$ cat config.mk
export PLATFORM = sky130hd
export DESIGN_NAME = pep9Core
export DESIGN_NICKNAME = d
export VERILOG_FILES = /design/src/pep9Pkg.sv /design/src/pep9Ifs.sv /design/src/addLogicUnit.sv /design/src/instrDecoder.sv /design/src/pep9Core.sv /design/src/regFile.sv /design/src/resultMerge.sv /design/src/shiftUnit.sv
export SDC_FILE = /design/constraint.sdc
export NUM_CORES = 1
export LEC_CHECK = 0
export ABC_AREA = 1
export BUFFER_PORTS_ARGS = -buffer_cell sky130_fd_sc_hd__clkbuf_2
export CAP_MARGIN = 25
export CELL_PAD_IN_SITES_DETAIL_PLACEMENT = 1
export CELL_PAD_IN_SITES_GLOBAL_PLACEMENT = 1
export CORE_MARGIN = 1
export CORE_UTILIZATION = 49
export CTS_CLUSTER_DIAMETER = 150
export DETAILED_ROUTE_END_ITERATION = 8
export PLACE_DENSITY = 0.85
export SKIP_CTS_REPAIR_TIMING = 1
export SYNTH_ARGS = -nofsm -noshare
export SYNTH_HDL_FRONTEND = slang
export SYNTH_SLANG_ARGS = --single-unit
$ cat constraint.sdc
create_clock -name Sysclk -period 5.28 [get_ports Sysclk]
set_input_delay 0.792 -clock Sysclk [delete_from_list [all_inputs] [get_ports Sysclk]]
set_output_delay 0.792 -clock Sysclk [all_outputs]
set_load 0.01 [all_outputs]
$ cat src/pep9Pkg.sv
// Pep/9 core shared definitions
package pep9Pkg;

    localparam int dataWidth = 8;

    typedef logic [dataWidth-1:0] byteT;

    // Bit 0 (unary) or bit 3 (non-unary) of the specifier
    typedef enum logic
    {
        regSelA = 1'b0,
        regSelX = 1'b1
    } regSelT;

    typedef enum logic [3:0]
    {
        opAdd,
        opSub,     // Also CPWr
        opAnd,
        opOr,
        opLoad,
        opNot,
        opNeg,
        opAsl,
        opAsr,
        opRol,
        opRor,
        opNone
    } aluOpT;

    typedef enum logic [1:0]
    {
        unitAddLogic,
        unitShift,
        unitNone
    } unitSelT;

    typedef struct packed
    {
        logic n;
        logic z;
        logic v;
        logic c;
    } statusT;

    // NOTA at the bottom, RORX at the top
    localparam byteT specUnaryFirst = 8'h18;
    localparam byteT specUnaryLast  = 8'h23;

    // Opcode groups in specifier bits 7..4
    localparam logic [3:0] specAdd = 4'd6;
    localparam logic [3:0] specSub = 4'd7;
    localparam logic [3:0] specAnd = 4'd8;
    localparam logic [3:0] specOr  = 4'd9;
    localparam logic [3:0] specCp  = 4'd10;
    localparam logic [3:0] specLd  = 4'd12;

    localparam logic [2:0] addrImmediate = 3'b000;

    // Edges from acceptance to resultValid
    localparam int coreLatency = 3;

endpackage

$ cat src/pep9Ifs.sv
// Pep/9 core internal buses

// Decoded instruction with a one-cycle valid pulse
interface execIf;
    logic               valid;
    pep9Pkg::unitSelT   unitSel;
    pep9Pkg::aluOpT     aluOp;
    pep9Pkg::byteT      opndA;    // Selected register
    pep9Pkg::byteT      opndB;    // Immediate
    logic               carryIn;  // Stored C bit
    pep9Pkg::regSelT    dest;
    logic               writeEn;  // Low for CPWr and illegal specifiers

    modport source (output valid, unitSel, aluOp, opndA, opndB, carryIn, dest, writeEn);
    modport sink   (input  valid, unitSel, aluOp, opndA, opndB, carryIn, dest, writeEn);
endinterface

// Registered result of one execution unit
interface unitResultIf;
    logic               valid;
    pep9Pkg::byteT      value;
    logic               carry;
    logic               overflow;
    pep9Pkg::statusT    flagMask; // Status bits this operation updates
    pep9Pkg::regSelT    dest;
    logic               writeEn;

    modport source (output valid, value, carry, overflow, flagMask, dest, writeEn);
    modport sink   (input  valid, value, carry, overflow, flagMask, dest, writeEn);
endinterface

$ cat src/addLogicUnit.sv
// Adder and logic unit
module addLogicUnit
(
    input  logic        Sysclk,
    input  logic        arstN,
    execIf.sink         exec,
    unitResultIf.source res
);

    logic                           isSub;
    logic                           hit;
    pep9Pkg::byteT                  bEff;
    logic [pep9Pkg::dataWidth:0]    sum;   // Carry out on top
    pep9Pkg::byteT                  nextValue;
    logic                           nextOverflow;
    pep9Pkg::statusT                nextMask;

    assign hit   = exec.valid && exec.unitSel == pep9Pkg::unitAddLogic;
    assign isSub = exec.aluOp == pep9Pkg::opSub;
    assign bEff  = isSub ? ~exec.opndB : exec.opndB;     // A + ~B + 1
    assign sum   = {1'b0, exec.opndA} + {1'b0, bEff} + {{pep9Pkg::dataWidth{1'b0}}, isSub};

    always_comb
    begin
        nextValue    = sum[pep9Pkg::dataWidth-1:0];
        nextOverflow = (exec.opndA[7] == bEff[7]) && (sum[7] != exec.opndA[7]);
        nextMask     = '{n: 1'b1, z: 1'b1, v: 1'b1, c: 1'b1};
        case (exec.aluOp)
            pep9Pkg::opAnd:  nextValue = exec.opndA & exec.opndB;
            pep9Pkg::opOr:   nextValue = exec.opndA | exec.opndB;
            pep9Pkg::opLoad: nextValue = exec.opndB;
            default:         nextValue = sum[pep9Pkg::dataWidth-1:0];
        endcase
        if (exec.aluOp != pep9Pkg::opAdd && !isSub)
            nextMask = '{n: 1'b1, z: 1'b1, v: 1'b0, c: 1'b0};  // Logic ops touch N and Z
    end

    always_ff @(posedge Sysclk or negedge arstN)
    begin
        if (!arstN)
            res.valid <= 1'b0;
        else
            res.valid <= hit;
    end

    always_ff @(posedge Sysclk)
    begin
        if (hit)
        begin
            res.value    <= nextValue;
            res.carry    <= sum[pep9Pkg::dataWidth];
            res.overflow <= nextOverflow;
            res.flagMask <= nextMask;
            res.dest     <= exec.dest;
            res.writeEn  <= exec.writeEn;
        end
    end

endmodule

$ cat src/instrDecoder.sv
// Instruction accept and decode
module instrDecoder
(
    input  logic            Sysclk,
    input  logic            arstN,
    input  logic            instrValid,
    input  pep9Pkg::byteT   instrSpec,
    input  pep9Pkg::byteT   operand,
    input  pep9Pkg::byteT   regA,
    input  pep9Pkg::byteT   regX,
    input  pep9Pkg::statusT status,
    input  logic            done,
    output logic            instrReady,
    execIf.source           exec
);

    logic               busy;
    logic               accept;
    pep9Pkg::byteT      unaryOff;
    pep9Pkg::unitSelT   decUnit;
    pep9Pkg::aluOpT     decOp;
    pep9Pkg::regSelT    decDest;
    logic               decWrite;

    assign instrReady = !busy || done;   // Free again in the completion cycle
    assign accept     = instrValid && instrReady;
    assign unaryOff   = instrSpec - pep9Pkg::specUnaryFirst;

    always_comb
    begin
        decUnit  = pep9Pkg::unitNone;
        decOp    = pep9Pkg::opNone;
        decDest  = pep9Pkg::regSelA;
        decWrite = 1'b0;
        if (instrSpec >= pep9Pkg::specUnaryFirst && instrSpec <= pep9Pkg::specUnaryLast)
        begin
            decUnit  = pep9Pkg::unitShift;
            decDest  = pep9Pkg::regSelT'(instrSpec[0]);
            decWrite = 1'b1;
            case (unaryOff[3:1])                 // Pairs of A and X specifiers
                3'd0:    decOp = pep9Pkg::opNot;
                3'd1:    decOp = pep9Pkg::opNeg;
                3'd2:    decOp = pep9Pkg::opAsl;
                3'd3:    decOp = pep9Pkg::opAsr;
                3'd4:    decOp = pep9Pkg::opRol;
                3'd5:    decOp = pep9Pkg::opRor;
                default: decOp = pep9Pkg::opNone;
            endcase
        end
        else if (instrSpec[2:0] == pep9Pkg::addrImmediate)
        begin
            decUnit  = pep9Pkg::unitAddLogic;
            decDest  = pep9Pkg::regSelT'(instrSpec[3]);
            decWrite = 1'b1;
            case (instrSpec[7:4])
                pep9Pkg::specAdd: decOp = pep9Pkg::opAdd;
                pep9Pkg::specSub: decOp = pep9Pkg::opSub;
                pep9Pkg::specAnd: decOp = pep9Pkg::opAnd;
                pep9Pkg::specOr:  decOp = pep9Pkg::opOr;
                pep9Pkg::specLd:  decOp = pep9Pkg::opLoad;
                pep9Pkg::specCp:
                begin
                    decOp    = pep9Pkg::opSub;  // Flags only
                    decWrite = 1'b0;
                end
                default:
                begin
                    decUnit  = pep9Pkg::unitNone;
                    decWrite = 1'b0;
                end
            endcase
        end
    end

    always_ff @(posedge Sysclk or negedge arstN)
    begin
        if (!arstN)
        begin
            busy       <= 1'b0;
            exec.valid <= 1'b0;
        end
        else
        begin
            exec.valid <= accept;
            if (accept)
                busy <= 1'b1;
            else if (done)
                busy <= 1'b0;
        end
    end

    // Operand capture
    always_ff @(posedge Sysclk)
    begin
        if (accept)
        begin
            exec.unitSel <= decUnit;
            exec.aluOp   <= decOp;
            exec.dest    <= decDest;
            exec.writeEn <= decWrite;
            exec.opndA   <= (decDest == pep9Pkg::regSelX) ? regX : regA;
            exec.opndB   <= operand;
            exec.carryIn <= status.c;
        end
    end

endmodule

$ cat src/pep9Core.sv
// Pep/9 execution core top
module pep9Core
(
    input  logic            Sysclk,
    input  logic            arstN,
    input  logic            instrValid,
    input  pep9Pkg::byteT   instrSpec,
    input  pep9Pkg::byteT   operand,
    output logic            instrReady,
    output logic            resultValid,
    output logic            illegalOp,
    output pep9Pkg::byteT   regA,
    output pep9Pkg::byteT   regX,
    output pep9Pkg::statusT status
);

    logic               wrEn;
    pep9Pkg::regSelT    wrSel;
    pep9Pkg::byteT      wrData;
    pep9Pkg::statusT    statusNext;

    execIf       execBus ();
    unitResultIf addRes ();
    unitResultIf shiftRes ();

    instrDecoder decoder_inst
    (
        .Sysclk     (Sysclk),
        .arstN      (arstN),
        .instrValid (instrValid),
        .instrSpec  (instrSpec),
        .operand    (operand),
        .regA       (regA),
        .regX       (regX),
        .status     (status),
        .done       (resultValid),   // Completion frees the decoder
        .instrReady (instrReady),
        .exec       (execBus.source)
    );

    // Both units see every pulse and pick out their own operations
    addLogicUnit addLogic_inst
    (
        .Sysclk (Sysclk),
        .arstN  (arstN),
        .exec   (execBus.sink),
        .res    (addRes.source)
    );

    shiftUnit shift_inst
    (
        .Sysclk (Sysclk),
        .arstN  (arstN),
        .exec   (execBus.sink),
        .res    (shiftRes.source)
    );

    resultMerge merge_inst
    (
        .Sysclk      (Sysclk),
        .arstN       (arstN),
        .exec        (execBus.sink),
        .addRes      (addRes.sink),
        .shiftRes    (shiftRes.sink),
        .status      (status),
        .wrEn        (wrEn),
        .wrSel       (wrSel),
        .wrData      (wrData),
        .statusNext  (statusNext),
        .resultValid (resultValid),
        .illegalOp   (illegalOp)
    );

    regFile regs_inst
    (
        .Sysclk     (Sysclk),
        .arstN      (arstN),
        .wrEn       (wrEn),
        .wrSel      (wrSel),
        .wrData     (wrData),
        .statusNext (statusNext),
        .regA       (regA),
        .regX       (regX),
        .status     (status)
    );

endmodule

$ cat src/regFile.sv
// A and X low bytes with NZVC
module regFile
(
    input  logic            Sysclk,
    input  logic            arstN,
    input  logic            wrEn,
    input  pep9Pkg::regSelT wrSel,
    input  pep9Pkg::byteT   wrData,
    input  pep9Pkg::statusT statusNext,
    output pep9Pkg::byteT   regA,
    output pep9Pkg::byteT   regX,
    output pep9Pkg::statusT status
);

    always_ff @(posedge Sysclk or negedge arstN)
    begin
        if (!arstN)
        begin
            regA   <= '0;
            regX   <= '0;
            status <= '0;
        end
        else
        begin
            status <= statusNext;   // Holds its value outside completions
            if (wrEn)
            begin
                if (wrSel == pep9Pkg::regSelX)
                    regX <= wrData;
                else
                    regA <= wrData;
            end
        end
    end

endmodule

$ cat src/resultMerge.sv
// Unit result merge and write-back
module resultMerge
(
    input  logic            Sysclk,
    input  logic            arstN,
    execIf.sink             exec,
    unitResultIf.sink       addRes,
    unitResultIf.sink       shiftRes,
    input  pep9Pkg::statusT status,
    output logic            wrEn,
    output pep9Pkg::regSelT wrSel,
    output pep9Pkg::byteT   wrData,
    output pep9Pkg::statusT statusNext,
    output logic            resultValid,
    output logic            illegalOp
);

    logic               anyValid;
    logic               noneSeen;   // Illegal pulse waiting out the unit stage
    logic               selCarry;
    logic               selOverflow;
    logic               selWrite;
    pep9Pkg::statusT    selMask;
    pep9Pkg::statusT    flags;

    // Only one unit is valid at a time
    assign anyValid    = addRes.valid || shiftRes.valid;
    assign wrData      = addRes.valid ? addRes.value    : shiftRes.value;
    assign wrSel       = addRes.valid ? addRes.dest     : shiftRes.dest;
    assign selWrite    = addRes.valid ? addRes.writeEn  : shiftRes.writeEn;
    assign selCarry    = addRes.valid ? addRes.carry    : shiftRes.carry;
    assign selOverflow = addRes.valid ? addRes.overflow : shiftRes.overflow;
    assign selMask     = addRes.valid ? addRes.flagMask : shiftRes.flagMask;

    assign flags = '{n: wrData[7], z: wrData == '0, v: selOverflow, c: selCarry};

    assign wrEn       = anyValid && selWrite;
    assign statusNext = anyValid ? pep9Pkg::statusT'((flags & selMask) | (status & ~selMask))
                                 : status;

    always_ff @(posedge Sysclk or negedge arstN)
    begin
        if (!arstN)
        begin
            noneSeen    <= 1'b0;
            resultValid <= 1'b0;
            illegalOp   <= 1'b0;
        end
        else
        begin
            noneSeen    <= exec.valid && exec.unitSel == pep9Pkg::unitNone;
            resultValid <= anyValid || noneSeen;
            illegalOp   <= noneSeen;
        end
    end

endmodule

$ cat src/shiftUnit.sv
// Unary invert, negate, shift and rotate unit
module shiftUnit
(
    input  logic        Sysclk,
    input  logic        arstN,
    execIf.sink         exec,
    unitResultIf.source res
);

    logic               hit;
    pep9Pkg::byteT      a;
    pep9Pkg::byteT      nextValue;
    logic               nextCarry;
    logic               nextOverflow;
    pep9Pkg::statusT    nextMask;

    assign hit = exec.valid && exec.unitSel == pep9Pkg::unitShift;
    assign a   = exec.opndA;

    always_comb
    begin
        nextValue    = a;
        nextCarry    = 1'b0;
        nextOverflow = 1'b0;
        nextMask     = '{n: 1'b0, z: 1'b0, v: 1'b0, c: 1'b0};
        case (exec.aluOp)
            pep9Pkg::opNot:
            begin
                nextValue = ~a;
                nextMask  = '{n: 1'b1, z: 1'b1, v: 1'b0, c: 1'b0};
            end
            pep9Pkg::opNeg:
            begin
                nextValue    = 8'd0 - a;
                nextOverflow = a == 8'h80;      // -128 has no positive form
                nextMask     = '{n: 1'b1, z: 1'b1, v: 1'b1, c: 1'b0};
            end
            pep9Pkg::opAsl:
            begin
                nextValue    = {a[6:0], 1'b0};
                nextCarry    = a[7];
                nextOverflow = a[7] ^ a[6];     // Sign changed
                nextMask     = '{n: 1'b1, z: 1'b1, v: 1'b1, c: 1'b1};
            end
            pep9Pkg::opAsr:
            begin
                nextValue = {a[7], a[7:1]};
                nextCarry = a[0];
                nextMask  = '{n: 1'b1, z: 1'b1, v: 1'b0, c: 1'b1};
            end
            // Rotates go through the stored C bit
            pep9Pkg::opRol:
            begin
                nextValue = {a[6:0], exec.carryIn};
                nextCarry = a[7];
                nextMask  = '{n: 1'b0, z: 1'b0, v: 1'b0, c: 1'b1};
            end
            pep9Pkg::opRor:
            begin
                nextValue = {exec.carryIn, a[7:1]};
                nextCarry = a[0];
                nextMask  = '{n: 1'b0, z: 1'b0, v: 1'b0, c: 1'b1};
            end
            default: nextValue = a;
        endcase
    end

    always_ff @(posedge Sysclk or negedge arstN)
    begin
        if (!arstN)
            res.valid <= 1'b0;
        else
            res.valid <= hit;
    end

    always_ff @(posedge Sysclk)
    begin
        if (hit)
        begin
            res.value    <= nextValue;
            res.carry    <= nextCarry;
            res.overflow <= nextOverflow;
            res.flagMask <= nextMask;
            res.dest     <= exec.dest;
            res.writeEn  <= exec.writeEn;
        end
    end

endmodule

==> results.md, run 1 <==
- Routed len/inst: 18.2 um
- Core area: 8260 sq um
- Number of global-route vias before repair: 3751
- Post-synth top area cell: edfxtp_1
- CTS Sinks: 80
- Post-synthesis sequential area ratio: 53.8%
- Seq. cell area: 2270 sq um
- Post-Synthesis Cells: 464
- Fin crit share: 50.5%
- Hold Crit Class: register to register
- Clock Skew: 0.0137 ns
- Initial drt markers: 117
- Root Driver: clkbuf_8
- GPL Wtd Cong: 0.868
- Vias after detailed routing: 3517
- Final non-filler cell total: 624
- Final min period: 2.67 ns
- Pleak: 0.00216 uW
- Clock Tree Buf Depth: 2
- Initial antenna violation count: 0
- Cell Rows: 33
- Mean Syn Cell Area: 9.08 sq um
- Post-synthesis compound-gate area fraction: 11.6%
- Synthesized cell area: 4210 sq um
- Synth Area in Adders: 4.04%
- Die Span Y: 94.7 um
- Depth of the CTS H-tree: 3
- Number of flops mapped to enable cells by yosys: 53
- Layout filler cell count: 990
- Initial core utilization: 51.0%
- Pwr Density: 261 nW/um^2
- Largest family of logic cells by synthesized area: simple AND/OR/NAND/NOR gates
- Share of layout cells above drive strength 1: 16.0%
- Fmax: 0.375 GHz
- Full die area: 8970 sq um
- First-pass GRT wire length: 18700 um
- Largest net degree at the start of global routing: 28
- Net Count, Synth: 496
- I/O Pins: 42
- Setup-failing EPs final: 0
- Max cap viols: 0
- Synth Register Bits: 80
- Ys async rst share: 33.8%
- Crit Path Max Fanout: 7
- Detail Route Antenna Nets: 0
- RSZ-0062 raised after global routing: false
- Hold slack: 0.399 ns
- Distinct cells, synth: 41
- Critical Path RT: 5.39 ns
- Xor-xnor portion of the synthesized cell area: 1.87%
- Diodes inserted: 0
- Mux share of post-synthesis cell area: 0.713%
- GRT Total Usage: 28.4%
- Slew @ Worst Pin: 0.704 ns
- Skew-Pair Late Insertion Delay: 0.37 ns
- Final wirelength: 11400 um
- Yosys top cell area share: 37.8%
- Critical path arrival: 2.78 ns
- Rel. slew slack: 53.1%
- CTS tree: yes
- Setup TNS: 0 ns
- Status: completed
- Maximum vdd ir drop: 0.130 mV
- DPL Wire Length: 8620 um
- Setup crit end kind: register
- Area of the multi-input gates: 1700 sq um
- Port bufs: 41
- Num CTS Buffers: 9
- Total grt overflow: 0
- Slew Viols, Final: 0
- Die W: 94.7 um
- Final net count: 546
- Ranking of synthesized cells by area: edfxtp_1 38%, dfrtp_1 16%, nand2_1 11%, inv_1 4.8%, o21ai_0 4.2%
- Simple-gate area share of the yosys netlist: 21.9%
- WS Path Type: register to register
- Drt drc: 0
- Vias per cell: 5.64
- Crit start category: register
- Placed cells: 608
- Yosys Warn Count: 0
- Area grow syn2layout: 12.6%
- Router iterations before antenna repair: 4
- Hold Vio Cnt, Final: 0
- Clk slew on worst S/H paths: 0.09 ns
- Ys flop type: edfxtp_1
==> kinds of logic after synthesis <==
| family | after synthesis |
|---|---|
| and+or+nand+nor | 214 |
| muxes | 3 |
| buffers and inverters | 61 |
| adders and majority gates | 13 |
| DFF | 80 |
| xor gates and xnor gates | 9 |
| AOI/OAI and AO/OA | 84 |
==> area by class of cell <==
| class | instances | area share (%) |
|---|---|---|
| inverters | 56 | 4.45 |
| repair buffers | 44 | 4.80 |
| well taps | 105 | 2.77 |
| clock buffers | 12 | 3.72 |
| multi-input cells | 323 | 35.9 |
| clock inverters | 4 | 0.633 |
| flip-flops and latches | 80 | 47.8 |
==> per-stage QoR <==
stage                     area [sq um]  total power (uW)  utilization (%)  setup slack, ns
after detailed placement          4540               792             55.0             2.71
after CTS                         4750              1250             57.5             2.62
after global placement            4540               785             55.0             2.81
final                             4750              1240             57.5             2.61
after global routing              4750              1290             57.5             2.43
after floorplan                   4210               749                -             2.76
==> flip-flops by register name, summed over array words and instances (netlist names), 2 cells and up, named ones only <==
| signal | cells |
|---|---|
| shift_inst.res.value | 8 |
| decoder_inst.exec.opndB | 8 |
| decoder_inst.exec.aluOp | 4 |
| decoder_inst.exec.unitSel | 2 |
| decoder_inst.exec.opndA | 8 |
| addLogic_inst.res.value | 8 |
| regs_inst.regX | 8 |
| regs_inst.regA | 8 |
| shift_inst.res.flagMask | 3 |
==> cell usage in the layout, fill, tap and decap left out, types with 3 or more instances in the layout <==
cell,n
inv_1,54
ha_1,12
nand3_1,33
nor2_1,29
nand2_2,5
a31oi_1,5
nand2_1,124
dfrtp_1,27
xor2_1,8
o211ai_1,3
a22oi_1,5
nand4_1,4
edfxtp_1,53
clkbuf_8,11
o21ai_0,35
buf_4,3
clkbuf_2,41
mux2i_1,3
nor2_2,4
or2_2,5
a21oi_1,19
==> Yosys cell counts (2+ instances only) <==
library cell and number:
nand3_2 2, nand4_1 4, o22ai_1 2, nor3_1 4, a21o_1 2, inv_1 54, a31oi_1 5, xor2_1 8
edfxtp_1 53, mux2i_1 3, nand2_2 5, buf_6 3, o21ai_1 2, o2111ai_1 2, o21ai_0 35, o211ai_1 3
ha_1 12, a22oi_1 5, nand3_1 33, nor2_1 29, o21a_1 2, nand2_1 124, nor2_2 4, a21oi_1 20
or2_2 5, o221ai_1 2, dfrtp_1 27
==> layer usage <==
metal / global-route usage (%) / vias up / part of all wire [%]
met4: 10.2 / 0 / 1.6
met5: 0 / - / 0
met2: 50.8 / 86 / 52
met3: 6.36 / 16 / 4.2
met1: 33.2 / 1745 / 42
li1: - / 1670 / -
==> final timing paths <==
kind	from	endpoint	slack, ns	depth (start not counted)
max	decoder_inst.exec.aluOp[1]	addLogic_inst.res.value[5]	2.61	12
min in group asynchronous	arstN	regs_inst.regA[7]	0.45	1
max in group asynchronous	arstN	regs_inst.regA[4]	4.37	1
min reg2reg	merge_inst.noneSeen	merge_inst.illegalOp	0.40	0
min	merge_inst.noneSeen	merge_inst.illegalOp	0.40	0
max reg2reg	decoder_inst.exec.aluOp[1]	addLogic_inst.res.value[5]	2.61	12
==> critical path: stages (launching register included) <==
cell and delay, ns:
edfxtp_1 0.47, nor2_2 0.26, nand2_1 0.30, xor2_1 0.24
ha_1 0.36, a21oi_1 0.24, nor2_1 0.08, nor2_1 0.14
nand2_1 0.07, nand2_1 0.05, nand2_1 0.08, nand2_1 0.08
nand2_1 0.06
==> where the power goes <==
group | switching (uW) | internal [uW] | total, uW
Clock | 236 | 228 | 464
Combinational | 48.6 | 31.3 | 79.8
Sequential | 13.6 | 684 | 697
(Power assumes the default switching activity.)
==> run 2, diff against run 1 <==
- CORE_UTILIZATION: 49 -> 41
- PLACE_DENSITY: 0.85 -> 0.76
- clock period: 5.28 -> 2.35 ns (I/O delays scaled with it)
==> results.md, run 2 (same netlist as run 1, synthesis figures left out) <==
- Slew Viols, Final: 0
- Maximum vdd ir drop: 0.216 mV
- Router iterations before antenna repair: 4
- Crit Path Max Fanout: 7
- Largest net degree at the start of global routing: 28
- Rel. slew slack: 52.3%
- Detail Route Antenna Nets: 0
- Critical Path Slowest Stage Cell: edfxtp_1
- FF-to-FF path depth: 9
- Total grt overflow: 0
- Status: completed
- Met3 wire len: 394 um
- Die Span Y: 103 um
- Hold Vio Cnt, Final: 0
- Design Area, Final: 4850 sq um
- Number of global-route vias before repair: 3666
- Full die area: 10700 sq um
- Clk slew on worst S/H paths: 0.08 ns
- Critical Path, Cell by Cell: inv_2, nor2_4, nand2_4, xor2_1, ha_1, a21oi_1, o21a_1, xor2_1, o21ai_0
- Vias after detailed routing: 3523
- Place WS: -0.0771 ns
- Final min period: 2.15 ns
- Cell family with most CP delay: compound AO/OA/AOI/OAI gates
- CTS tree: yes
- CP most frequent cell: xor2_1
- Met2 routed WL: 5550 um
- Critical path's largest stage delay: 0.43 ns
- Highest routed layer: met4
- Placed cells: 645
- RSZ-0062 raised after global routing: false
- Critical path arrival: 2.25 ns
- Skew-Pair Late Insertion Delay: 0.36 ns
- Pleak: 0.00218 uW
- Die W: 103 um
- Slew @ Worst Pin: 0.715 ns
- Initial antenna violation count: 0
- Share of layout cells above drive strength 1: 18.5%
- GPL Wtd Cong: 0.866
- Critical Path RT: 2.44 ns
- Final net count: 556
- Clock Tree Buf Depth: 2
- Core area: 9860 sq um
- Setup crit end kind: register
- Commonest non-fill, non-tap cell in the layout: nand2_1
- Root Driver: clkbuf_8
- Initial drt markers: 134
- Max cap viols: 0
- Setup-failing EPs final: 0
- Met1 WL: 5170 um
- Final non-filler cell total: 662
- Diodes inserted: 0
- Fmax: 0.464 GHz
- Vias per cell: 5.32
- Clock Skew: 0.0125 ns
- Pwr Density: 543 nW/um^2
- WP buf/inv: 1
- Commonest non-fill, non-tap cells in the layout: 122 x nand2_1, 53 x inv_1, 53 x edfxtp_1
- Drt drc: 0
- First-pass GRT wire length: 18700 um
- Layout filler cell count: 1193
- WP depth: 9
- Final worst slack: 0.197 ns
- GRT Total Usage: 23.5%
- Hold Crit Class: primary input to async pin
- CTS Sinks: 80
- Final wirelength: 11300 um
- WS Path Type: register to register
- Area grow syn2layout: 15.1%
- Port bufs: 41
- Fin crit share: 91.6%
- DPL Wire Length: 8660 um
- Crit start category: register
- I/O Pins: 42
- Num CTS Buffers: 9
- Routed len/inst: 17.0 um
- Depth of the CTS H-tree: 3
- Cell Rows: 36
- Cell area after placement: 4640 sq um
- Initial core utilization: 42.7%
-- run 2: where the power goes --
group	internal [uW]	total, uW	switching [uW]
Combinational	71.0	181	110
Sequential	1540	1570	31.6
Clock	376	884	508
-- run 2: final timing paths --
path | slack [ns] | endpoint | startpoint
min in group Sysclk | 0.16 | decoder_inst.exec.opndB[0] | operand[0]
max reg2reg | 0.20 | addLogic_inst.res.value[4] | decoder_inst.exec.aluOp[0]
min reg2reg | 0.38 | merge_inst.illegalOp | merge_inst.noneSeen
max | 0.20 | addLogic_inst.res.value[4] | decoder_inst.exec.aluOp[0]
max in group asynchronous | 1.86 | regs_inst.regA[5] | arstN
min | 0.02 | regs_inst.regA[7] | arstN
-- run 2: layout make-up --
cell class                      count  area [sq um]  share of cell area, %
Clock inverter                      6          36.3                  0.748
Inverter                           56           211                   4.36
Tap cell                          133           166                   3.43
Multi-Input combinational cell    323          1740                   35.9
Clock buffer                       10           128                   2.63
Timing Repair Buffer               54           303                   6.24
Sequential cell                    80          2270                   46.7
-- run 2: metal layers --
| layer | track usage (%) | vias to the layer above |
|---|---|---|
| li1 | - | 1696 |
| met1 | 30.5 | 1750 |
| met2 | 40.2 | 65 |
| met3 | 4.50 | 12 |
| met4 | 6.61 | 0 |
| met5 | 0 | - |
-- run 2: metrics by stage --
stage	util (%)	hold slack, ns	TNS, ns	total power (uW)
after floorplan	-	0.0569	0	1680
after global placement	47.1	0.349	0	1770
after detailed placement	47.1	0.358	-0.188	1780
after CTS	48.7	0.0395	-0.238	2660
after global routing	49.2	0.0852	0	2740
final	49.2	0.0245	0	2630
==> run 3, diff against run 2 <==
- CORE_MARGIN: 1 -> 8
- PLACE_DENSITY: 0.76 -> 0.77
- SYNTH_HIERARCHICAL: default -> 1
==> results.md, run 3 <==
- Slew @ Worst Pin: 0.736 ns
- Fin crit share: 94.1%
- Slew Viols, Final: 0
- DPL Wire Length: 11000 um
- CTS tree: yes
- Area grow syn2layout: 16.7%
- Crit start category: register
- Critical Path RT: 2.43 ns
- Post-Synthesis Cells: 581
- Largest net degree at the start of global routing: 28
- Setup-failing EPs final: 0
- Final worst slack: 0.140 ns
- GRT Total Usage: 19.7%
- Root Driver: clkbuf_16
- Num CTS Buffers: 9
- Post-synthesis sequential area ratio: 47.5%
- Die W: 124 um
- Reg power frac: 48.5%
- Number of global-route vias before repair: 4489
- Distinct cells, synth: 42
- Met1 WL: 5980 um
- Core area: 11400 sq um
- Final net count: 677
- Max cap viols: 0
- Cell Rows: 39
- Vias per cell: 5.42
- Port bufs: 41
- Crit Path Max Fanout: 7
- Place WS: 0.0219 ns
- Layout filler cell count: 1409
- Full die area: 15300 sq um
- Most common cell in the synthesized netlist: nand2_1
- Share of layout cells above drive strength 1: 19.6%
- Initial antenna violation count: 0
- Fmax: 0.452 GHz
- Synth cell count leaders: 186 x nand2_1, 69 x nand3_1, 68 x inv_1
- Die Span Y: 124 um
- Commonest non-fill, non-tap cell in the layout: nand2_1
- Met3 wire len: 671 um
- Clk slew on worst S/H paths: 0.06 ns
- Mean Syn Cell Area: 8.21 sq um
- I/O Pins: 42
- Ys flop type: edfxtp_1
- Initial core utilization: 41.9%
- Synthesized cell area: 4770 sq um
- Highest routed layer: met4
- Clock Skew: 0.00829 ns
- Routed len/inst: 18.2 um
- CTS Sinks: 80
- Final Core Density: 48.9%
- Area of the multi-input gates: 2140 sq um
- Number of flops mapped to enable cells by yosys: 53
- Hold slack: 0.0596 ns
- Setup crit end kind: register
- Ys async rst share: 33.8%
- Total grt overflow: 0
- Skew-Pair Late Insertion Delay: 0.34 ns
- Final min period: 2.21 ns
- Commonest non-fill, non-tap cells in the layout: 186 x nand2_1, 69 x nand3_1, 67 x inv_1
- Router iterations before antenna repair: 5
- GPL Wtd Cong: 0.891
- Initial drt markers: 302
- Seq. cell area: 2270 sq um
- First-pass GRT wire length: 23000 um
- Depth of the CTS H-tree: 3
- Status: completed
- Net Sw Frac: 24.2%
- Maximum vdd ir drop: 0.450 mV
- Design Area, Final: 5560 sq um
- Ranking of synthesized cells by area: edfxtp_1 33%, nand2_1 15%, dfrtp_1 14%, nand3_1 7.2%, inv_1 5.4%
- Pwr Density: 595 nW/um^2
- Synth Register Bits: 80
- Rel. slew slack: 50.9%
- NetSw: 800 uW
- Hold Vio Cnt, Final: 0
- Yosys Warn Count: 6
- Cell area after placement: 5210 sq um
- Critical path arrival: 2.29 ns
- Clock network power share: 43.4%
- Diodes inserted: 0
- Comb pwr share: 8.1%
- Setup TNS: 0 ns
- Met2 routed WL: 7520 um
- Pleak: 0.00277 uW
- R2R Setup Slk: 0.14 ns
- Int Pwr: 2510 uW
- Hold Crit Class: primary input to async pin
- Clock Tree Buf Depth: 2
- Final wirelength: 14500 um
- Post-synth top area cell: edfxtp_1
- Yosys top cell area share: 33.4%
- Drt drc: 0
- Detail Route Antenna Nets: 0
- Vias after detailed routing: 4294
- WS Path Type: register to register
-- run 3: changes by cell type after synthesis, moves of 9 or more --
cell     change
inv_1       +14
inv_2        +9
nand2_1     +62
nand3_1     +36
nor2_1       +9
o21ai_0     -24
-- run 3: logic make-up (layout without fill, tap and decap cells) --
group	after synthesis	count (layout)	share of synthesized area, %
fa+ha+maj	14	14	3.83
flops	80	80	47.5
mux	2	2	0.420
xor+xnor	8	8	1.47
other cells	1	2	0.0786
compound gates	52	52	6.67
buf+inv	90	157	8.27
simple gates	334	334	31.7
-- run 3: worst paths after layout --
path,to,cells past startpoint,start
hold / removal,regs_inst/status[1],1,arstN
setup reg to reg,addLogic_inst/res.value[6],10,decoder_inst/exec.aluOp[2]
hold reg to reg,merge_inst/illegalOp,0,merge_inst/noneSeen
min in group Sysclk,decoder_inst/exec.opndB[7],1,operand[7]
setup / recovery,addLogic_inst/res.value[6],10,decoder_inst/exec.aluOp[2]
max in group asynchronous,regs_inst/regX[1],1,arstN
-- run 3: power by group through the flow --
stage                     clock (uW)  sequential [uW]  combinational [uW]
after floorplan                    0             1650                 124
after global placement             0             1630                 260
after detailed placement           0             1630                 273
after CTS                       1460             1600                 275
after global routing            1510             1610                 302
final                           1440             1600                 269
-- run 3: final cells by class --
cell class / count / area share, %
sequential: 80 / 40.8
multi-input combinational: 412 / 38.6
timing repair buffer: 60 / 6.25
inverter: 81 / 5.60
clock buffer: 12 / 5.02
tap: 143 / 3.22
clock inverter: 4 / 0.607
-- run 3: routing by layer --
layer  up-vias  global-route usage [%]
met2       137                    35.1
met4         0                    5.94
met3        29                    3.49
met5         -                       0
met1      2112                    23.7
li1       2016                       -
-- run 3: critical path, stage by stage, from the launching register on --
cell and delay [ns]:
edfxtp_1 0.43, nor2_4 0.17, nand2_4 0.11, xor2_2 0.18
fa_1 0.41, inv_2 0.09, nand4_1 0.10, o211ai_1 0.18
nand2_1 0.11, nand2_1 0.09, o21ai_0 0.09
-- run 3: per-stage QoR --
stage	total power, uW	std cells
6_report	3310	792
2_1_floorplan	1770	582
4_1_cts	3340	790
3_5_place_dp	1900	774
3_3_place_gp	1890	774
5_1_grt	3420	792
